==> src/hdl/fetch_defines.svh <==
`ifndef FETCH_DEFINES_SVH
`define FETCH_DEFINES_SVH

// first fetch address out of reset
`define FETCH_RESET_PC 32'hbfc00000

// pc and instruction width
`define XLEN 32

// cache geometry
`define NUM_WAYS 4
`define INDEX_BITS 7
`define OFFSET_BITS 5
`define TAG_BITS 20

// one line holds eight instructions
`define WORDS_PER_LINE 8
`define LINE_BITS 256

// replacement age per way
`define AGE_BITS 2

`endif

==> src/hdl/fetch_pkg.sv <==
`include "fetch_defines.svh"

package fetch_pkg;

	// fetch controller states
	typedef enum logic [2:0] {
		// deliver from the cache or raise a misaligned fetch
		LOOKUP,
		// line request held on the memory port
		REQ,
		// request accepted, line not back yet
		WAIT,
		// one cycle to write the line into the victim way
		FILL,
		// flushed miss, throw the returning line away
		DRAIN
	} fetch_state_e;

	// address fields
	typedef logic [`INDEX_BITS-1:0] index_t;
	typedef logic [`TAG_BITS-1:0] tag_t;

	// word 0 sits in the low bits
	typedef logic [`LINE_BITS-1:0] line_t;

	typedef logic [`AGE_BITS-1:0] age_t;
	typedef logic [`NUM_WAYS-1:0] way_vec_t;

endpackage

==> src/hdl/cache_lookup_if.sv <==
`timescale 1ns/1ps

interface cache_lookup_if;

	// set and tag of the access
	fetch_pkg::index_t index;
	fetch_pkg::tag_t tag;

	// level while a read is wanted
	logic lookup;

	// single-cycle pulses
	logic touch;
	logic fill;
	fetch_pkg::line_t fill_line;

	// combinational read result
	logic hit;
	fetch_pkg::line_t hit_line;

	modport ctrl (
		output index,
		output tag,
		output lookup,
		output touch,
		output fill,
		output fill_line,
		input hit,
		input hit_line
	);

	modport ways (
		input index,
		input tag,
		input lookup,
		input touch,
		input fill,
		input fill_line,
		output hit,
		output hit_line
	);

endinterface

==> src/hdl/fetch_ctrl.sv <==
`timescale 1ns/1ps
`include "fetch_defines.svh"

module fetch_ctrl (
	input logic clk,
	input logic resetn,
	input logic [`XLEN-1:0] pc,
	input logic redirected,
	output logic advance,
	cache_lookup_if.ctrl look,
	input logic id_allow_in,
	input logic mem_launched,
	input logic mem_line_valid,
	input fetch_pkg::line_t mem_line,
	output logic mem_req,
	output logic [`XLEN-1:0] mem_addr,
	output logic if_valid,
	output logic [`XLEN-1:0] if_pc,
	output logic [`XLEN-1:0] if_inst,
	output logic if_addr_exc
);

	fetch_pkg::fetch_state_e state_q;
	fetch_pkg::fetch_state_e state_d;
	logic [`XLEN-1:0] miss_addr_q;
	fetch_pkg::line_t fill_line_q;
	logic [$clog2(`WORDS_PER_LINE)-1:0] word;
	logic misaligned;
	logic in_lookup;
	logic in_fill;

	assign word = pc[`OFFSET_BITS-1:2];
	assign misaligned = (pc[1:0] != 2'b00);
	assign in_lookup = (state_q == fetch_pkg::LOOKUP);
	assign in_fill = (state_q == fetch_pkg::FILL);

	// refill writes the set of the latched miss, lookups follow the pc
	assign look.index = in_fill ? miss_addr_q[`OFFSET_BITS +: `INDEX_BITS]
		: pc[`OFFSET_BITS +: `INDEX_BITS];
	assign look.tag = in_fill ? miss_addr_q[`XLEN-1 -: `TAG_BITS] : pc[`XLEN-1 -: `TAG_BITS];
	assign look.lookup = in_lookup && !misaligned;
	assign look.fill = in_fill && !redirected;
	assign look.fill_line = fill_line_q;

	// misaligned pc goes out straight away with a zero instruction
	assign if_valid = in_lookup && (misaligned || look.hit);
	assign if_pc = pc;
	assign if_addr_exc = misaligned;
	assign if_inst = misaligned ? '0 : look.hit_line[word*`XLEN +: `XLEN];

	assign advance = if_valid && id_allow_in;
	assign look.touch = advance && look.hit;

	// a flushed request is dropped before it launches
	assign mem_req = (state_q == fetch_pkg::REQ) && !redirected;
	assign mem_addr = miss_addr_q;

	always_comb
	begin
		state_d = state_q;
		unique case (state_q)
			fetch_pkg::LOOKUP:
				if (look.lookup && !look.hit)
					state_d = fetch_pkg::REQ;
			fetch_pkg::REQ:
				if (redirected)
					state_d = fetch_pkg::LOOKUP;
				else if (mem_launched)
					state_d = fetch_pkg::WAIT;
			fetch_pkg::WAIT:
				if (redirected)
					state_d = mem_line_valid ? fetch_pkg::LOOKUP : fetch_pkg::DRAIN;
				else if (mem_line_valid)
					state_d = fetch_pkg::FILL;
			fetch_pkg::FILL:
				state_d = fetch_pkg::LOOKUP;
			fetch_pkg::DRAIN:
				if (mem_line_valid)
					state_d = fetch_pkg::LOOKUP;
			default:
				state_d = fetch_pkg::LOOKUP;
		endcase
	end

	always_ff @(posedge clk)
	begin
		if (!resetn)
			state_q <= fetch_pkg::LOOKUP;
		else
			state_q <= state_d;
	end

	// line-aligned miss address and the returned line
	always_ff @(posedge clk)
	begin
		if (look.lookup && !look.hit)
			miss_addr_q <= {pc[`XLEN-1:`OFFSET_BITS], {`OFFSET_BITS{1'b0}}};
		if ((state_q == fetch_pkg::WAIT) && mem_line_valid)
			fill_line_q <= mem_line;
	end

endmodule

==> src/flat_wrapper.sv <==
// flat-port wrapper written by rule: the top's interface ports become plain ports
module fetch_ctrl_flat 
  (clk, resetn, pc, redirected, advance, id_allow_in, mem_launched, mem_line_valid, mem_line, mem_req, mem_addr, if_valid, if_pc, if_inst, if_addr_exc, look_index, look_tag, look_lookup, look_touch, look_fill, look_fill_line, look_hit, look_hit_line);
  cache_lookup_if look_i ();
  input logic clk;
  input logic resetn;
  input logic [`XLEN-1:0] pc;
  input logic redirected;
  output logic advance;
  input logic id_allow_in;
  input logic mem_launched;
  input logic mem_line_valid;
  input fetch_pkg::line_t mem_line;
  output logic mem_req;
  output logic [`XLEN-1:0] mem_addr;
  output logic if_valid;
  output logic [`XLEN-1:0] if_pc;
  output logic [`XLEN-1:0] if_inst;
  output logic if_addr_exc;
  output wire logic [$bits(look_i.index)-1:0] look_index;
  output wire logic [$bits(look_i.tag)-1:0] look_tag;
  output wire logic [$bits(look_i.lookup)-1:0] look_lookup;
  output wire logic [$bits(look_i.touch)-1:0] look_touch;
  output wire logic [$bits(look_i.fill)-1:0] look_fill;
  output wire logic [$bits(look_i.fill_line)-1:0] look_fill_line;
  input wire logic [$bits(look_i.hit)-1:0] look_hit;
  input wire logic [$bits(look_i.hit_line)-1:0] look_hit_line;
  assign look_index = look_i.index;
  assign look_tag = look_i.tag;
  assign look_lookup = look_i.lookup;
  assign look_touch = look_i.touch;
  assign look_fill = look_i.fill;
  assign look_fill_line = look_i.fill_line;
  assign look_i.hit = look_hit;
  assign look_i.hit_line = look_hit_line;
  fetch_ctrl u_core (.clk(clk), .resetn(resetn), .pc(pc), .redirected(redirected), .advance(advance), .look(look_i), .id_allow_in(id_allow_in), .mem_launched(mem_launched), .mem_line_valid(mem_line_valid), .mem_line(mem_line), .mem_req(mem_req), .mem_addr(mem_addr), .if_valid(if_valid), .if_pc(if_pc), .if_inst(if_inst), .if_addr_exc(if_addr_exc));
endmodule
==> config.mk <==
export PLATFORM = sky130hd
export DESIGN_NAME = fetch_ctrl_flat
export DESIGN_NICKNAME = d
export VERILOG_FILES = /design/src/hdl/fetch_pkg.sv /design/src/hdl/cache_lookup_if.sv /design/src/hdl/fetch_ctrl.sv /design/src/flat_wrapper.sv
export VERILOG_INCLUDE_DIRS = /design/src /design/src/hdl
export SDC_FILE = /design/constraint.sdc
export NUM_CORES = 1
export LEC_CHECK = 0
export BUFFER_PORTS_ARGS = -buffer_cell sky130_fd_sc_hd__buf_2
export CAP_MARGIN = 20
export CORE_AREA = 2 2 370 372
export DETAILED_ROUTE_END_ITERATION = 8
export DIE_AREA = 0 0 372 374
export PLACE_DENSITY = 0.3
export SLEW_MARGIN = 15
export SYNTH_ARGS = -nofsm -noshare
export SYNTH_HDL_FRONTEND = slang
export SYNTH_SLANG_ARGS = --single-unit
==> constraint.sdc <==
create_clock -name clk -period 16.6 [get_ports clk]
set_input_delay 1.66 -clock clk [delete_from_list [all_inputs] [get_ports clk]]
set_output_delay 1.66 -clock clk [all_outputs]
set_load 0.01 [all_outputs]
==> results by group <==
Routing
  • DR vias: about 9,700
  • WL final: around 84,000 um
  • Initial DRC Count: about 450
  • DRC: 0
  • Final antenna-violating net count: 0
  • Wire length per cell: between 20 and 30 um
  • Vias per cell: 2.955
  • First-pass detailed-route iteration total: 5

Worst setup path
  • Crit start category: input pin
  • Cell mode on critical path: buf_4
  • Crit Path Max Fanout: 45
  • Highest-delay cell along the critical path: buf_4
  • Crit end category: output port
  • Required time of the critical path: between 10 and 15 ns
  • Arr. time, crit path: 3.99 ns
  • CP peak stage delay: 0.78 ns
  • CP Class: input pin to output port
  • Critical-path cell list: buf_4, buf_4, mux4_2, mux2i_1, nor2_1, buf_2

Logic synthesis
  • Seq/Total Area, Yosys: 0.7493
  • Syn Area/Cell: roughly 21 um^2
  • Register bit total from synthesis: about 290
  • Syn Inst Count: between 500 and 600
  • Cell variety after synth: 27
  • Mapped cell area: roughly 11,000 um^2
  • Ys Warns: 0

Place
  • IO buf count: between 900 and 1,000
  • Hpwl dp: roughly 74,000 um
  • Placer Congestion: 0.9204
  • Dpl cells: 3,197

Power
  • Max VDD drop: 0.05365 mV
  • Part of the power in registers: 0.454
  • Psw: roughly 0.48 mW
  • Internal: between 1 and 1.5 mW
  • Logic pwr share: 0.137
  • Leakage: a little under 8 nW
  • P per Cell Area: 96.36 nW/um^2
  • Sw Ratio: 0.2599
  • Overall power: about 1.8 mW
  • Clock share of power: 0.409

STA
  • Fin. max-slew vios: 0
  • Final setup viols: 0
  • Slew @ Worst Pin: 1.052 ns
  • Final hold vios: 0
  • Fin crit share: 0.3403
  • RSZ-0062 raised after global routing: false
  • Relative slew slack: 0.2985
  • Clk_skew: approximately 0.016 ns
  • Max frequency: roughly 180 MHz
  • Final min period: 5.649 ns
  • Setup TNS: 0 ns

Global route
  • Total gr overflow: 0
  • Largest net degree at the start of global routing: 76
  • Vias in the first global route: roughly 10,000
  • Global-route wire length before repair: 104,500 um
  • Initial antenna violation count: ~130
  • GRT Overall Usage: 0.1146

Floorplanning
  • Rows: about 140
  • Full die area: ~140,000 um^2
  • Die Y: roughly 370 um
  • IO Pins: about 940
  • Initial Utilization: 0.08462
  • Core Region: around 130,000 um^2
  • Die width: roughly 370 um

CTS
  • Clock tree buffer depth: 3
  • Hold_buf cts: 0
  • CTS Buf Count: 37
  • CTS tree: done
  • Worst-Skew Late Latency: approximately 0.55 ns
  • CTS H-Tree Depth: 2
  • Clock slew at reported path FFs: ~0.060 ns
  • Root buffer cell: clkbuf_16
  • Post-cts gate resize count: 0
  • Clk sink count: 286
  • Setup Fix Bufs, Post-CTS: 0

Final layout
  • Layout cell share with drive strength beyond 1: 0.7338
  • Filler instances: 15,212
  • Final instance count without filler cells: roughly 3,300
  • Area grow syn2layout: 67.13%
  • Layout net count: roughly 2,000
  • Register area: between 8000 and 9000 um^2
  • Area taken by multi-input logic gates: 2415 um^2

Hold path
  • Hold crit path type: register to register

Outcome
  • Status: finished, final reports clean

Job
  • Max-cap violations: 0
worst paths after layout:
path	from	to	slack, ns	cells after the start
max	pc[2]	if_inst[3]	10.95	6
max reg2reg	u_core.state_q[2]$_SDFFE_PN0P_	u_core.look.fill_line[170]$_DFFE_PP_	13.56	4
min reg2reg	u_core.state_q[2]$_SDFFE_PN0P_	u_core.state_q[2]$_SDFFE_PN0P_	0.57	2
min	u_core.state_q[2]$_SDFFE_PN0P_	u_core.state_q[2]$_SDFFE_PN0P_	0.57	2
critical path, delay by kind of cell:
| kind | cells | cell delay, ns |
|---|---|---|
| mux | 2 | 0.89 |
| simple gates | 1 | 0.08 |
| buf+inv | 3 | 1.30 |
power groups by stage:
stage / Clock (mW) / Sequential, mW / Combinational [mW]
2_1_floorplan: 0 / 0.866 / 0.0953
3_3_place_gp: 0 / 0.851 / 0.256
3_5_place_dp: 0 / 0.851 / 0.258
4_1_cts: 0.794 / 0.836 / 0.259
5_1_grt: 0.818 / 0.837 / 0.274
6_report: 0.753 / 0.835 / 0.251
placed cells by master (no fill, tap or decap), types with 2 or more instances in the layout:
master / n
nand3_1: 3
clkinv_2: 6
nand2_1: 5
dfxtp_1: 3
conb_1: 5
edfxtp_1: 283
buf_4: 10
nor2_1: 37
buf_2: 929
clkbuf_16: 38
inv_6: 2
mux2_2: 27
mux2i_1: 35
mux4_2: 64
clkbuf_1: 7
clkinv_1: 7
diode_2: 14
sequential cells by signal, summed over array words and instances, names as in the netlist:
name                   flops
u_core.state_q             3
u_core.look.fill_line    256
u_core.mem_addr           27
final cells by class:
type | count | share of cell area
timing repair buffer | 940 | 0.2490
sequential | 286 | 0.4483
multi-input combinational | 190 | 0.1265
inverter | 1 | 0.0001966
clock buffer | 45 | 0.05119
clock inverter | 18 | 0.006227
antenna | 14 | 0.001835
tap | 1781 | 0.1167
logic make-up (layout without fill, tap and decap cells):
logic type                after synthesis  after routing  synth area share
muxes                                 126            126            0.1835
DFF                                   286            286            0.7493
buffers and inverters                  65           1004           0.04163
other                                   1             19         0.0003283
and+or+nand+nor                        55             55           0.02136
AOI/OAI and AO/OA                       3              3          0.003066
xor gates and xnor gates                1              1         0.0007670
Yosys cell counts:
master	n	area (um^2)
a221oi_2	1	15.01
and2_1	1	6.260
and3_1	2	12.51
buf_2	10	50.05
buf_4	38	285.3
buf_6	10	112.6
clkbuf_1	5	18.77
clkbuf_2	1	5.000
conb_1	1	3.750
dfxtp_1	3	60.06
edfxtp_1	283	8498
inv_1	1	3.750
mux2_2	27	304.0
mux2i_1	35	350.3
mux4_2	64	1441
nand2_1	5	18.77
nand2b_1	1	6.260
nand3_1	3	15.01
nand3b_1	1	7.510
nor2_1	37	138.9
nor2b_1	2	12.51
nor3_1	1	5.000
nor4b_2	1	15.01
o21a_4	1	15.01
o21ai_0	1	5.000
or2_1	1	6.260
xor2_1	1	8.760
metrics by stage:
| stage | worst slack [ns] | util | hold WS, ns | instance area (um^2) |
|---|---|---|---|---|
| global route | 10.77 | 0.1414 | 0.6050 | 19080 |
| CTS | 10.86 | 0.1410 | 0.5645 | 19030 |
| detailed placement | 10.86 | 0.1329 | 0.5562 | 17930 |
| global placement | 10.94 | 0.1329 | 0.5336 | 17930 |
| finish | 10.95 | 0.1414 | 0.5661 | 19090 |
| floorplan | 8.408 | - | 0.5031 | 11440 |
routing by layer:
metal / track usage / share of wire
met4: 0.02944 / 0.039
met3: 0.05511 / 0.12
met1: 0.1124 / 0.33
met5: 0 / 0.00062
met2: 0.2125 / 0.51
No activity file was read; power rests on OpenSTA's default activity.
