==> src/hdl/fetch_defines.svh <==
`ifndef FETCH_DEFINES_SVH
`define FETCH_DEFINES_SVH

// first fetch address out of reset
`define FETCH_RESET_PC 32'hbfc00000

// pc and instruction width
`define XLEN 32

// cache geometry
`define NUM_WAYS 4
`define INDEX_BITS 7
`define OFFSET_BITS 5
`define TAG_BITS 20

// one line holds eight instructions
`define WORDS_PER_LINE 8
`define LINE_BITS 256

// replacement age per way
`define AGE_BITS 2

`endif

==> src/hdl/pc_gen.sv <==
`timescale 1ns/1ps
`include "fetch_defines.svh"

module pc_gen (
	input logic clk,
	input logic resetn,
	input logic advance,
	input logic branch_taken,
	input logic [`XLEN-1:0] branch_target,
	input logic exc_valid,
	input logic [`XLEN-1:0] exc_pc,
	output logic [`XLEN-1:0] pc,
	output logic redirected
);

	logic [`XLEN-1:0] seq_pc;
	logic [`XLEN-1:0] next_pc;

	assign seq_pc = pc + `XLEN'd4;

	// exception entry beats branch beats sequential
	always_comb
	begin
		if (exc_valid)
			next_pc = exc_pc;
		else if (branch_taken)
			next_pc = branch_target;
		else
			next_pc = seq_pc;
	end

	always_ff @(posedge clk)
	begin
		if (!resetn)
		begin
			pc <= `FETCH_RESET_PC;
			redirected <= 1'b0;
		end
		else
		begin
			// pulse one cycle after the exception entry was loaded
			redirected <= exc_valid;
			if (exc_valid || advance)
				pc <= next_pc;
		end
	end

endmodule

==> config.mk <==
export PLATFORM = sky130hd
export DESIGN_NAME = pc_gen
export DESIGN_NICKNAME = d
export VERILOG_FILES = /design/src/hdl/pc_gen.sv
export VERILOG_INCLUDE_DIRS = /design/src /design/src/hdl
export SDC_FILE = /design/constraint.sdc
export NUM_CORES = 1
export LEC_CHECK = 0
export ABC_AREA = 1
export BUFFER_PORTS_ARGS = -buffer_cell sky130_fd_sc_hd__buf_2
export CORE_MARGIN = 5
export CORE_UTILIZATION = 35
export DETAILED_ROUTE_END_ITERATION = 6
export GPL_ROUTABILITY_DRIVEN = 0
export PLACE_DENSITY = 0.71
export SYNTH_ARGS = -nofsm -noshare
export SYNTH_HDL_FRONTEND = slang
export SYNTH_SLANG_ARGS = --single-unit
==> constraint.sdc <==
create_clock -name clk -period 1.4 [get_ports clk]
set_clock_uncertainty 0.1 [all_clocks]
set_input_delay 0.42 -clock clk [delete_from_list [all_inputs] [get_ports clk]]
set_output_delay 0.42 -clock clk [all_outputs]
set_load 0.005 [all_outputs]
==> out/results.ini, run 1 <==
[setup_path]
max_stage_delay_ns = 0.38
cp_data_required_time_ns = 1.50
worstPathArrival_ns = 1.65
r2r_cells = 9
start_kind = flop
critical_path_class = flop to flop
critical_path.most_common_cell = nand2_1
cp_cell_sequence = nand2_1, nor2_1, nand2_1, nor2_4, nand3_2, nand3_2, nand2_1, nand2_1, nand2_1
crit_cells = 9
worstSetupEndpointType = flop
crit_buf_inv = 0
slowest_stage = dfxtp_4
crit_fanout = 5
critPathTopFamily = simple AND/OR/NAND/NOR gates

[drt]
met2_length_mm = 5.09
met3RoutedLength_um = 782
drt-pass1-iter-count = 5
vias_per_cell = 5.43
topRoutingLayerUsed = met4
vias = 3612
drt_iter0_markers = 291
routedWlPerCell_um = 15.5
drt-total-wl_mm = 10.3
wl_met1_mm = 4.12
ant_nets = 0
drc = 0

[timing]
fin_ws_ns = -0.158
period_share_pct = 111
period_needed_ns = 1.56
slew_violations = 0
holdWs_ns = 0.270
rsz0062_at_grt = true
tightest_slew_ns = 0.401
finalHoldViolCount = 0
slew_headroom_pct = 73.2
setup_violations = 39
fmax_mhz = 642

[clock_tree]
numCtsBuffers = 5
hold_buffers = 0
cts_max_path_buffers = 2
cts_sinks = 33
h-tree-depth = 2
path_clk_slew_ns = 0.07
cts_tree = done
cts_root_buffer = clkbuf_8
insertion_delay_ns = 0.30

[global_routing]
antenna_found_initial = 0
grt_pass1_wl_mm = 15.4
grt_overflow = 0
grt_use_total_pct = 21.5
grt_pass1_vias = 3416
grt_max_degree = 23

[floorplanning]
row_count = 30
core_sq_um = 6760
die_h_um = 93.3
io_pins = 102
die_w_um = 93.3
fp.dieArea_sq_um = 8700
start_util_pct = 35.9

[cells_and_area]
layout-drive-gt1-share_pct = 51.6
mostFrequentLayoutCell = nand2_1
mostFrequentLayoutCells = 119 x nand2_1, 77 x buf_2, 61 x buf_4
diodes = 0
instances_no_fill = 665
area_delta_synth_final_pct = 81.3
stdcell_area_sq_um = 4400
fin_nets = 654

[power]
combPwrFrac_pct = 35.2
internal-power_uw = 1920
cellPowerDensity_nw_per_um2 = 652
p_sw_share_pct = 33.1
clkPwrFrac_pct = 25.8
p_leak_uw = 0.00205
seqPwrFrac_pct = 39.0
power_switching_uw = 951
vdd_drop_max_mv = 0.361
fin_total_pwr_uw = 2870

[place]
place_inst = 632
placed_area_sq_um = 3540
io_buffers = 101
dp_hpwl_mm = 7.03

[job]
maxCapViolations = 0

[logic_synthesis]
synthCells = 401
seq_area_frac_synth_pct = 27.2
synth_area_per_cell_sq_um = 6.06
synth_cell_type_count = 29
yosysTopAreaCell = dfxtp_1
synth_top_area_share_pct = 27.2
yosys-top-cells-area = dfxtp_1 27%, nand2_1 21%, nor2_1 7.0%
ys_ff_latch = 33
mappedNetlistNets = 471
syn_area_sq_um = 2430
ys_warn_count = 0

[run_status]
violations = negative setup slack
run_status = finished with violations

[min_path]
hold_path_depth = 3
hold_path.class = input pin to flop

[power by group through the flow]
stage,logic [uW],clock network (uW),registers [uW]
final,1010,741,1120
after global routing,1100,792,1130
after CTS,862,731,1110
after detailed placement,776,0,1110
after global placement,757,0,1110
after floorplan,336,0,1140
[per-layer routing]
layer	track usage [%]	up-vias
met4	6.59	0
li1	-	1702
met2	37.6	186
met5	0	-
met3	4.91	31
met1	26.2	1693
[per-stage QoR]
stage          setup WS [ns]  TNS, ns  util (%)
6_report              -0.158    -2.49      65.2
5_1_grt               -0.343    -5.43      65.2
4_1_cts               -0.122    -1.42      59.6
3_5_place_dp          -0.186    -3.51      52.5
3_3_place_gp          -0.146    -2.67      52.5
2_1_floorplan       -0.00213  -0.0139         -
[registers in the layout, indices dropped and copies added (netlist names)]
name,cells
redirected,1
pc,32
[cells in the mapped netlist]
library cell and count:
clkbuf_1 5, inv_1 30, o31ai_1 1, a22oi_1 3
nand3_1 17, buf_2 9, a22o_1 9, nand3_2 1
dfxtp_1 33, buf_1 1, ha_1 1, buf_4 2
nand2_2 3, nor2_2 7, nand4_1 1, a221oi_1 14
xor2_1 8, xnor2_1 4, clkinv_1 1, a41oi_1 1
and2_1 1, a31oi_1 7, nor2_4 1, o21ai_0 26
nand2_1 139, nand3b_1 2, nor2_1 45, a21oi_1 27
o21bai_1 2
[final timing paths]
check	from	to	slack, ns
hold reg to reg	pc[31]	pc[31]	0.44
setup reg to reg	pc[12]	pc[26]	-0.16
setup / recovery	pc[12]	pc[26]	-0.16
hold / removal	branch_target[3]	pc[3]	0.27
[tightest hold or removal path, cell delays in order]
cell     delay [ns]
buf_2          0.10
nand2_1        0.05
a31oi_1        0.07
[final cells by class]
type,count,area (sq um)
Clock inverter,2,10.0
Multi-Input combinational cell,320,1870
Sequential cell,33,736
Inverter,31,119
Clock buffer,6,72.6
Fill cell,537,2350
Timing Repair Buffer,193,1500
Tap cell,80,100
[logic make-up (layout without fill, tap and decap cells)]
kind of cell / Yosys count / count (layout) / share of synthesized area, %
AO/OA/AOI/OAI: 90 / 90 / 23.2
XOR/XNOR: 12 / 12 / 4.33
adder cells (fa/ha/maj): 1 / 1 / 0.515
buffers and inverters: 48 / 232 / 8.19
flip-flops: 33 / 33 / 27.2
AND/OR/NAND/NOR: 217 / 217 / 36.5
[repair_timing]
| item | 4_1_cts | 5_1_grt |
|---|---|---|
| setup endpoints to repair | 52 | 54 |
| pin swaps | 22 | 16 |
| buffers inserted | 9 | 22 |
| gates resized for setup | 106 | 66 |
Power figures use the tool's default switching activity.
==> run 2: changes to the inputs <==
- ABC_AREA: 1 -> 0
==> run 2 against run 1 <==
Effect of this change:
- maximum frequency decreased by 19%
- sequential power about the same
- global-route usage increased by 1.6 points
- setup slack got worse by 0.37 ns
- the run still ends with negative setup slack left
- non-clock buffer count increased by 39
==> out/results.ini, run 2 <==
[setup_path]
critical_path.most_common_cell = buf_6
worstPathArrival_ns = 2.08  ; +0.43 ns
slowest_stage = a2111o_1
critical_path_class = flop to flop
worstSetupEndpointType = flop
crit_fanout = 3  ; -2
cp_cell_sequence = buf_6, and4_4, buf_6, and3_4, nand4_1, a2111o_1, a21oi_2
cp_data_required_time_ns = 1.55  ; +0.05 ns
start_kind = flop
max_stage_delay_ns = 0.47  ; +0.09 ns

[cells_and_area]
fin_nets = 615  ; -6.0%
mostFrequentLayoutCell = buf_4
area_delta_synth_final_pct = 93.7
layout-drive-gt1-share_pct = 60.4  ; +8.8 points
largest_reg_flops = 32  ; unchanged
mostFrequentLayoutCells = 86 x buf_4, 78 x buf_2, 62 x buf_6
stdcell_area_sq_um = 4810  ; +9.2%
top_register = pc
diodes = 0  ; unchanged
reg.largest.list = pc x32, redirected x1

[timing]
setup_violations = 48  ; +23%
period_needed_ns = 1.93  ; +0.372 ns
finalHoldViolCount = 0  ; unchanged
fmax_mhz = 518  ; -19%
period_share_pct = 138  ; +27 points
holdWs_ns = 0.247  ; -0.0237 ns
slew_headroom_pct = 74.8  ; +1.6 points
rsz0062_at_grt = true
fin_ws_ns = -0.530  ; -0.372 ns
slew_violations = 0  ; unchanged
tightest_slew_ns = 0.374  ; -0.0270 ns

[floorplanning]
start_util_pct = 36.2  ; +0.21 points
core_sq_um = 6870  ; +1.7%
die_h_um = 94.2  ; +1.0%
fp.dieArea_sq_um = 8880  ; +2.0%
io_pins = 102  ; unchanged
die_w_um = 94.2  ; +1.0%
row_count = 30  ; unchanged

[global_routing]
grt_use_total_pct = 23.2  ; +1.6 points
grt_max_degree = 27  ; +17%
grt_pass1_wl_mm = 16.4  ; +6.8%
grt_overflow = 0  ; unchanged
grt_pass1_vias = 3464  ; +1.4%
antenna_found_initial = 0  ; unchanged

[logic_synthesis]
synth_area_per_cell_sq_um = 7.46  ; +23%
yosys-top-cells-area = dfxtp_1 27%, a21oi_1 7.1%, nand3_1 6.6%
synth-edff-count = 0  ; unchanged
synth_cell_type_count = 65  ; +120%
yosysTopAreaCell = dfxtp_1
ys_warn_count = 0  ; unchanged
synthCells = 333  ; -17%
mappedNetlistNets = 403  ; -14%
synthArstFlopShare_pct = 0  ; unchanged
yosysMostFrequentCell = a21oi_1
ys_ff_latch = 33  ; unchanged
ys_top_cells_by_count = 35 x a21oi_1, 33 x dfxtp_1, 33 x nand3_1, 27 x nand2_1, 21 x nor2_1
synth_top_area_share_pct = 26.6  ; -0.60 points
synth-main-ff-cell = dfxtp_1
seq_area_frac_synth_pct = 26.6  ; -0.60 points
syn_area_sq_um = 2480  ; +2.3%

[drt]
drt-total-wl_mm = 12.4  ; +20%
vias = 3801  ; +5.2%
ant_nets = 0  ; unchanged
routedWlPerCell_um = 19.3  ; +25%
vias_per_cell = 5.92  ; +9.0%
drt_iter0_markers = 467  ; +60%
drt-pass1-iter-count = 6  ; +1
drc = 0  ; unchanged

[place]
dp_hpwl_mm = 7.96  ; +13%
io_buffers = 101  ; unchanged
placed_area_sq_um = 3850  ; +8.7%

[clock_tree]
cts_tree = done
path_clk_slew_ns = 0.09  ; +0.02 ns
numCtsBuffers = 5  ; unchanged
cts_sinks = 33  ; unchanged
cts_max_path_buffers = 2  ; unchanged
h-tree-depth = 2  ; unchanged
insertion_delay_ns = 0.32  ; +0.02 ns
cts_root_buffer = clkbuf_8

[run_status]
run_status = finished with violations
violations = negative setup slack

[min_path]
hold_path.class = input pin to flop

[power]
cellPowerDensity_nw_per_um2 = 661  ; +1.4%
p_leak_uw = 0.00215  ; +4.9%
vdd_drop_max_mv = 0.423  ; +17%
fin_total_pwr_uw = 3180  ; +11%

[job]
maxCapViolations = 0  ; unchanged

run 2: cell types whose count changed after synthesis, sizes merged, moves of 9 or more:
cell and change:
a221oi -11, clkbuf +11, inv -26, nand2 -115, nand2b +9, nand3 +15, nand4 +9, nor2 -31
run 2: repair_timing:
item,4_1_cts,5_1_grt
endpoints found under the setup margin,46,55
pin swaps,26,25
endpoints found under the hold margin,0,0
resized for setup,64,70
setup buffers,8,34
hold buffers,0,0
run 2: power breakdown:
| group | total (uW) | internal [uW] | switching (uW) |
|---|---|---|---|
| Combinational | 1150 | 625 | 528 |
| Sequential | 1090 | 1010 | 76.0 |
| Clock | 934 | 510 | 425 |
run 2: kinds of logic (layout without fill, tap and decap cells):
kind of cell             count (synthesis)  count (layout)  synth area share (%)
multiplexers                             6               6                  2.42
buffers and inverters                   31             244                  6.04
AO/OA/AOI/OAI                          117             117                  31.1
flip-flops                              33              33                  26.6
adder cells (fa/ha/maj)                  1               1                 0.504
AND/OR/NAND/NOR                        145             145                  33.3
run 2: metrics by stage:
step	worst slack, ns	setup TNS, ns	std cells	utilization [%]
floorplan	-0.449	-4.42	333	-
global placement	-0.401	-8.44	597	56.1
detailed placement	-0.433	-9.54	597	56.1
CTS	-0.358	-5.65	611	62.2
global route	-0.558	-10.38	642	70.0
finish	-0.530	-7.77	642	70.0
run 2: worst paths after layout:
check / from / slack, ns / end / cells after the start
hold / removal: exc_pc[1] / 0.25 / pc[1] / 3
hold reg to reg: pc[31] / 0.45 / pc[31] / 2
setup reg to reg: pc[2] / -0.53 / pc[19] / 7
setup / recovery: pc[2] / -0.53 / pc[19] / 7
run 2: layer usage:
layer / track usage [%] / share of wire (%) / vias up
met4: 8.18 / 3.5 / 0
met1: 29.0 / 39 / 1762
met3: 5.77 / 11 / 51
met2: 38.4 / 46 / 283
li1: - / - / 1705
met5: 0 / 0 / -
run 2: worst max-delay path, delay by kind of cell, from the launching register on:
family / cells / cell delay, ns
and+or+nand+nor: 3 / 0.57
buffers and inverters: 2 / 0.21
DFF: 1 / 0.37
AOI/OAI and AO/OA: 2 / 0.63
run 2: area by class of cell:
cell class | instances | area, sq um
sequential | 33 | 717
timing repair buffer | 232 | 1840
clock buffer | 8 | 111
tap | 96 | 120
inverter | 4 | 15.0
multi-input combinational | 269 | 2010
fill | 501 | 2060
==> run 3: changes to the inputs <==
- SETUP_SLACK_MARGIN: default -> 0.15
==> run 3 against run 2 <==
Effect of this change:
- the flow still finishes with violations (negative setup slack)
- setup slack better by 0.087 ns
- largest cell class unchanged
- critical path depth unchanged
- utilization fell by 0.24 points
- non-clock buffer count fell by 5
- critical path type unchanged
- flip-flop and latch count did not move
- first-iteration DRC count shrank 48%
- sequential share of layout area is 0.15 points higher
==> out/results.ini, run 3 (synthesis gave the netlist of run 2 again) <==
[clock_tree]
path_clk_slew_ns = 0.08  ; about the same
cts_root_buffer = clkbuf_8
numCtsBuffers = 5  ; unchanged
h-tree-depth = 2  ; unchanged
cts_tree = done
insertion_delay_ns = 0.30  ; -0.02 ns
cts_sinks = 33  ; unchanged
cts_max_path_buffers = 2  ; unchanged

[run_status]
run_status = finished with violations
violations = negative setup slack

[setup_path]
worstPathArrival_ns = 1.99  ; -0.09 ns
start_kind = flop
crit_fanout = 6  ; +3
cp_data_required_time_ns = 1.55  ; about the same
worstSetupEndpointType = flop
critical_path_class = flop to flop

[timing]
slew_violations = 0  ; unchanged
rsz0062_at_grt = true
period_needed_ns = 1.84  ; -0.0866 ns
slew_headroom_pct = 73.7  ; -1.1 points
holdWs_ns = 0.250  ; +0.00291 ns
finalHoldViolCount = 0  ; unchanged
tightest_slew_ns = 0.395  ; +0.0204 ns
setup_violations = 37  ; -23%
period_share_pct = 132  ; -6.2 points
fin_ws_ns = -0.443  ; +0.0866 ns
fmax_mhz = 542  ; +4.7%

[floorplanning]
die_h_um = 94.2  ; unchanged
io_pins = 102  ; unchanged
start_util_pct = 36.2  ; unchanged
row_count = 30  ; unchanged
fp.dieArea_sq_um = 8880  ; unchanged
die_w_um = 94.2  ; unchanged
core_sq_um = 6870  ; unchanged

[global_routing]
grt_pass1_wl_mm = 18.3  ; +11%
grt_max_degree = 20  ; -26%
grt_use_total_pct = 26.0  ; +2.8 points
grt_overflow = 0  ; unchanged
grt_pass1_vias = 3777  ; +9.0%
antenna_found_initial = 0  ; unchanged

[min_path]
hold_path.class = input pin to flop

[cells_and_area]
top_register = pc
reg.largest.list = pc x32, redirected x1
area_delta_synth_final_pct = 93.0
mostFrequentLayoutCells = 86 x buf_4, 73 x buf_2, 63 x buf_6
diodes = 0  ; unchanged
fin_nets = 611  ; -0.65%
largest_reg_flops = 32  ; unchanged
num-fill-cells = 492  ; -1.8%
mostFrequentLayoutCell = buf_4
layout-drive-gt1-share_pct = 62.4  ; +1.9 points

[power]
cellPowerDensity_nw_per_um2 = 649  ; -1.8%
vdd_drop_max_mv = 0.378  ; -11%
p_leak_uw = 0.00212  ; -1.3%

[drt]
ant_nets = 0  ; unchanged
vias_per_cell = 5.96  ; +0.60%
drt-total-wl_mm = 12.2  ; -1.7%
drt-pass1-iter-count = 5  ; -1
vias = 3800  ; -0.026%
routedWlPerCell_um = 19.1  ; -1.1%
drc = 0  ; unchanged
drt_iter0_markers = 244  ; -48%

[job]
maxCapViolations = 0  ; unchanged

[place]
io_buffers = 101  ; unchanged
dp_hpwl_mm = 8.07  ; +1.4%
detailedPlace.worstSlack_ns = -0.476  ; -0.0437 ns

-- run 3: cell count changes in the layout (fill, tap and decap cells not counted), moves of 2 or more --
cell and delta:
buf_2 -5, dfxtp_1 -8, and4_4 -2, nand3_2 +4, nand3_1 -2, dfxtp_2 +10, dfxtp_4 -2, nand3_4 -2
-- run 3: worst max-delay path, cell delays in order (launching register included) --
cell and delay [ns]:
dfxtp_4 0.36, ha_4 0.14, nand4_1 0.15, nor3_4 0.23
buf_6 0.14, nand4_4 0.15, a2111oi_2 0.36, or3_1 0.16
-- run 3: area by class of cell --
class / instances / area (sq um) / area share (%)
well taps: 96 / 120 / 2.51
clock buffers: 7 / 96.3 / 2.01
multi-input cells: 270 / 2020 / 42.0
inverters: 4 / 15.0 / 0.313
repair buffers: 227 / 1820 / 38.0
clock inverters: 1 / 5.00 / 0.104
flip-flops and latches: 33 / 722 / 15.1
-- run 3: stage by stage --
stage                     area (sq um)  total power [uW]  TNS, ns  util (%)  std cells
after global placement            3900              1940    -8.26      56.7        602
final                             4790              3110    -7.87      69.8        638
after global routing              4790              3220   -10.31      69.8        638
after CTS                         4620              3010    -6.24      67.3        631
after floorplan                   2770              1530    -4.44         -        333
after detailed placement          3900              1960    -9.37      56.7        602
-- run 3: what timing repair did --
action	in CTS	in global routing
resized for setup	110	24
hold buffers	0	0
pin swaps	33	14
gates cloned	1	0
setup endpoints to repair	64	63
buffers inserted	20	7
-- run 3: final timing paths --
path | startpoint | to | slack [ns] | cells after the start
max | pc[2] | pc[26] | -0.44 | 7
min | exc_pc[1] | pc[1] | 0.25 | 3
max reg2reg | pc[2] | pc[26] | -0.44 | 7
min reg2reg | pc[29] | pc[29] | 0.50 | 2
-- run 3: routing by layer --
| metal | track usage, % | vias to the layer above | share of wire, % |
|---|---|---|---|
| li1 | - | 1704 | - |
| met1 | 31.3 | 1795 | 39 |
| met2 | 44.3 | 250 | 48 |
| met3 | 5.29 | 51 | 8.4 |
| met4 | 11.6 | 0 | 4.0 |
| met5 | 0 | - | 0 |
-- run 3: power by group --
group	switching (uW)	leakage, uW	internal [uW]
logic	527	0.00178	632
registers	73.5	0.000282	1020
clock network	414	0.0000542	446
total	1010	0.00212	2100
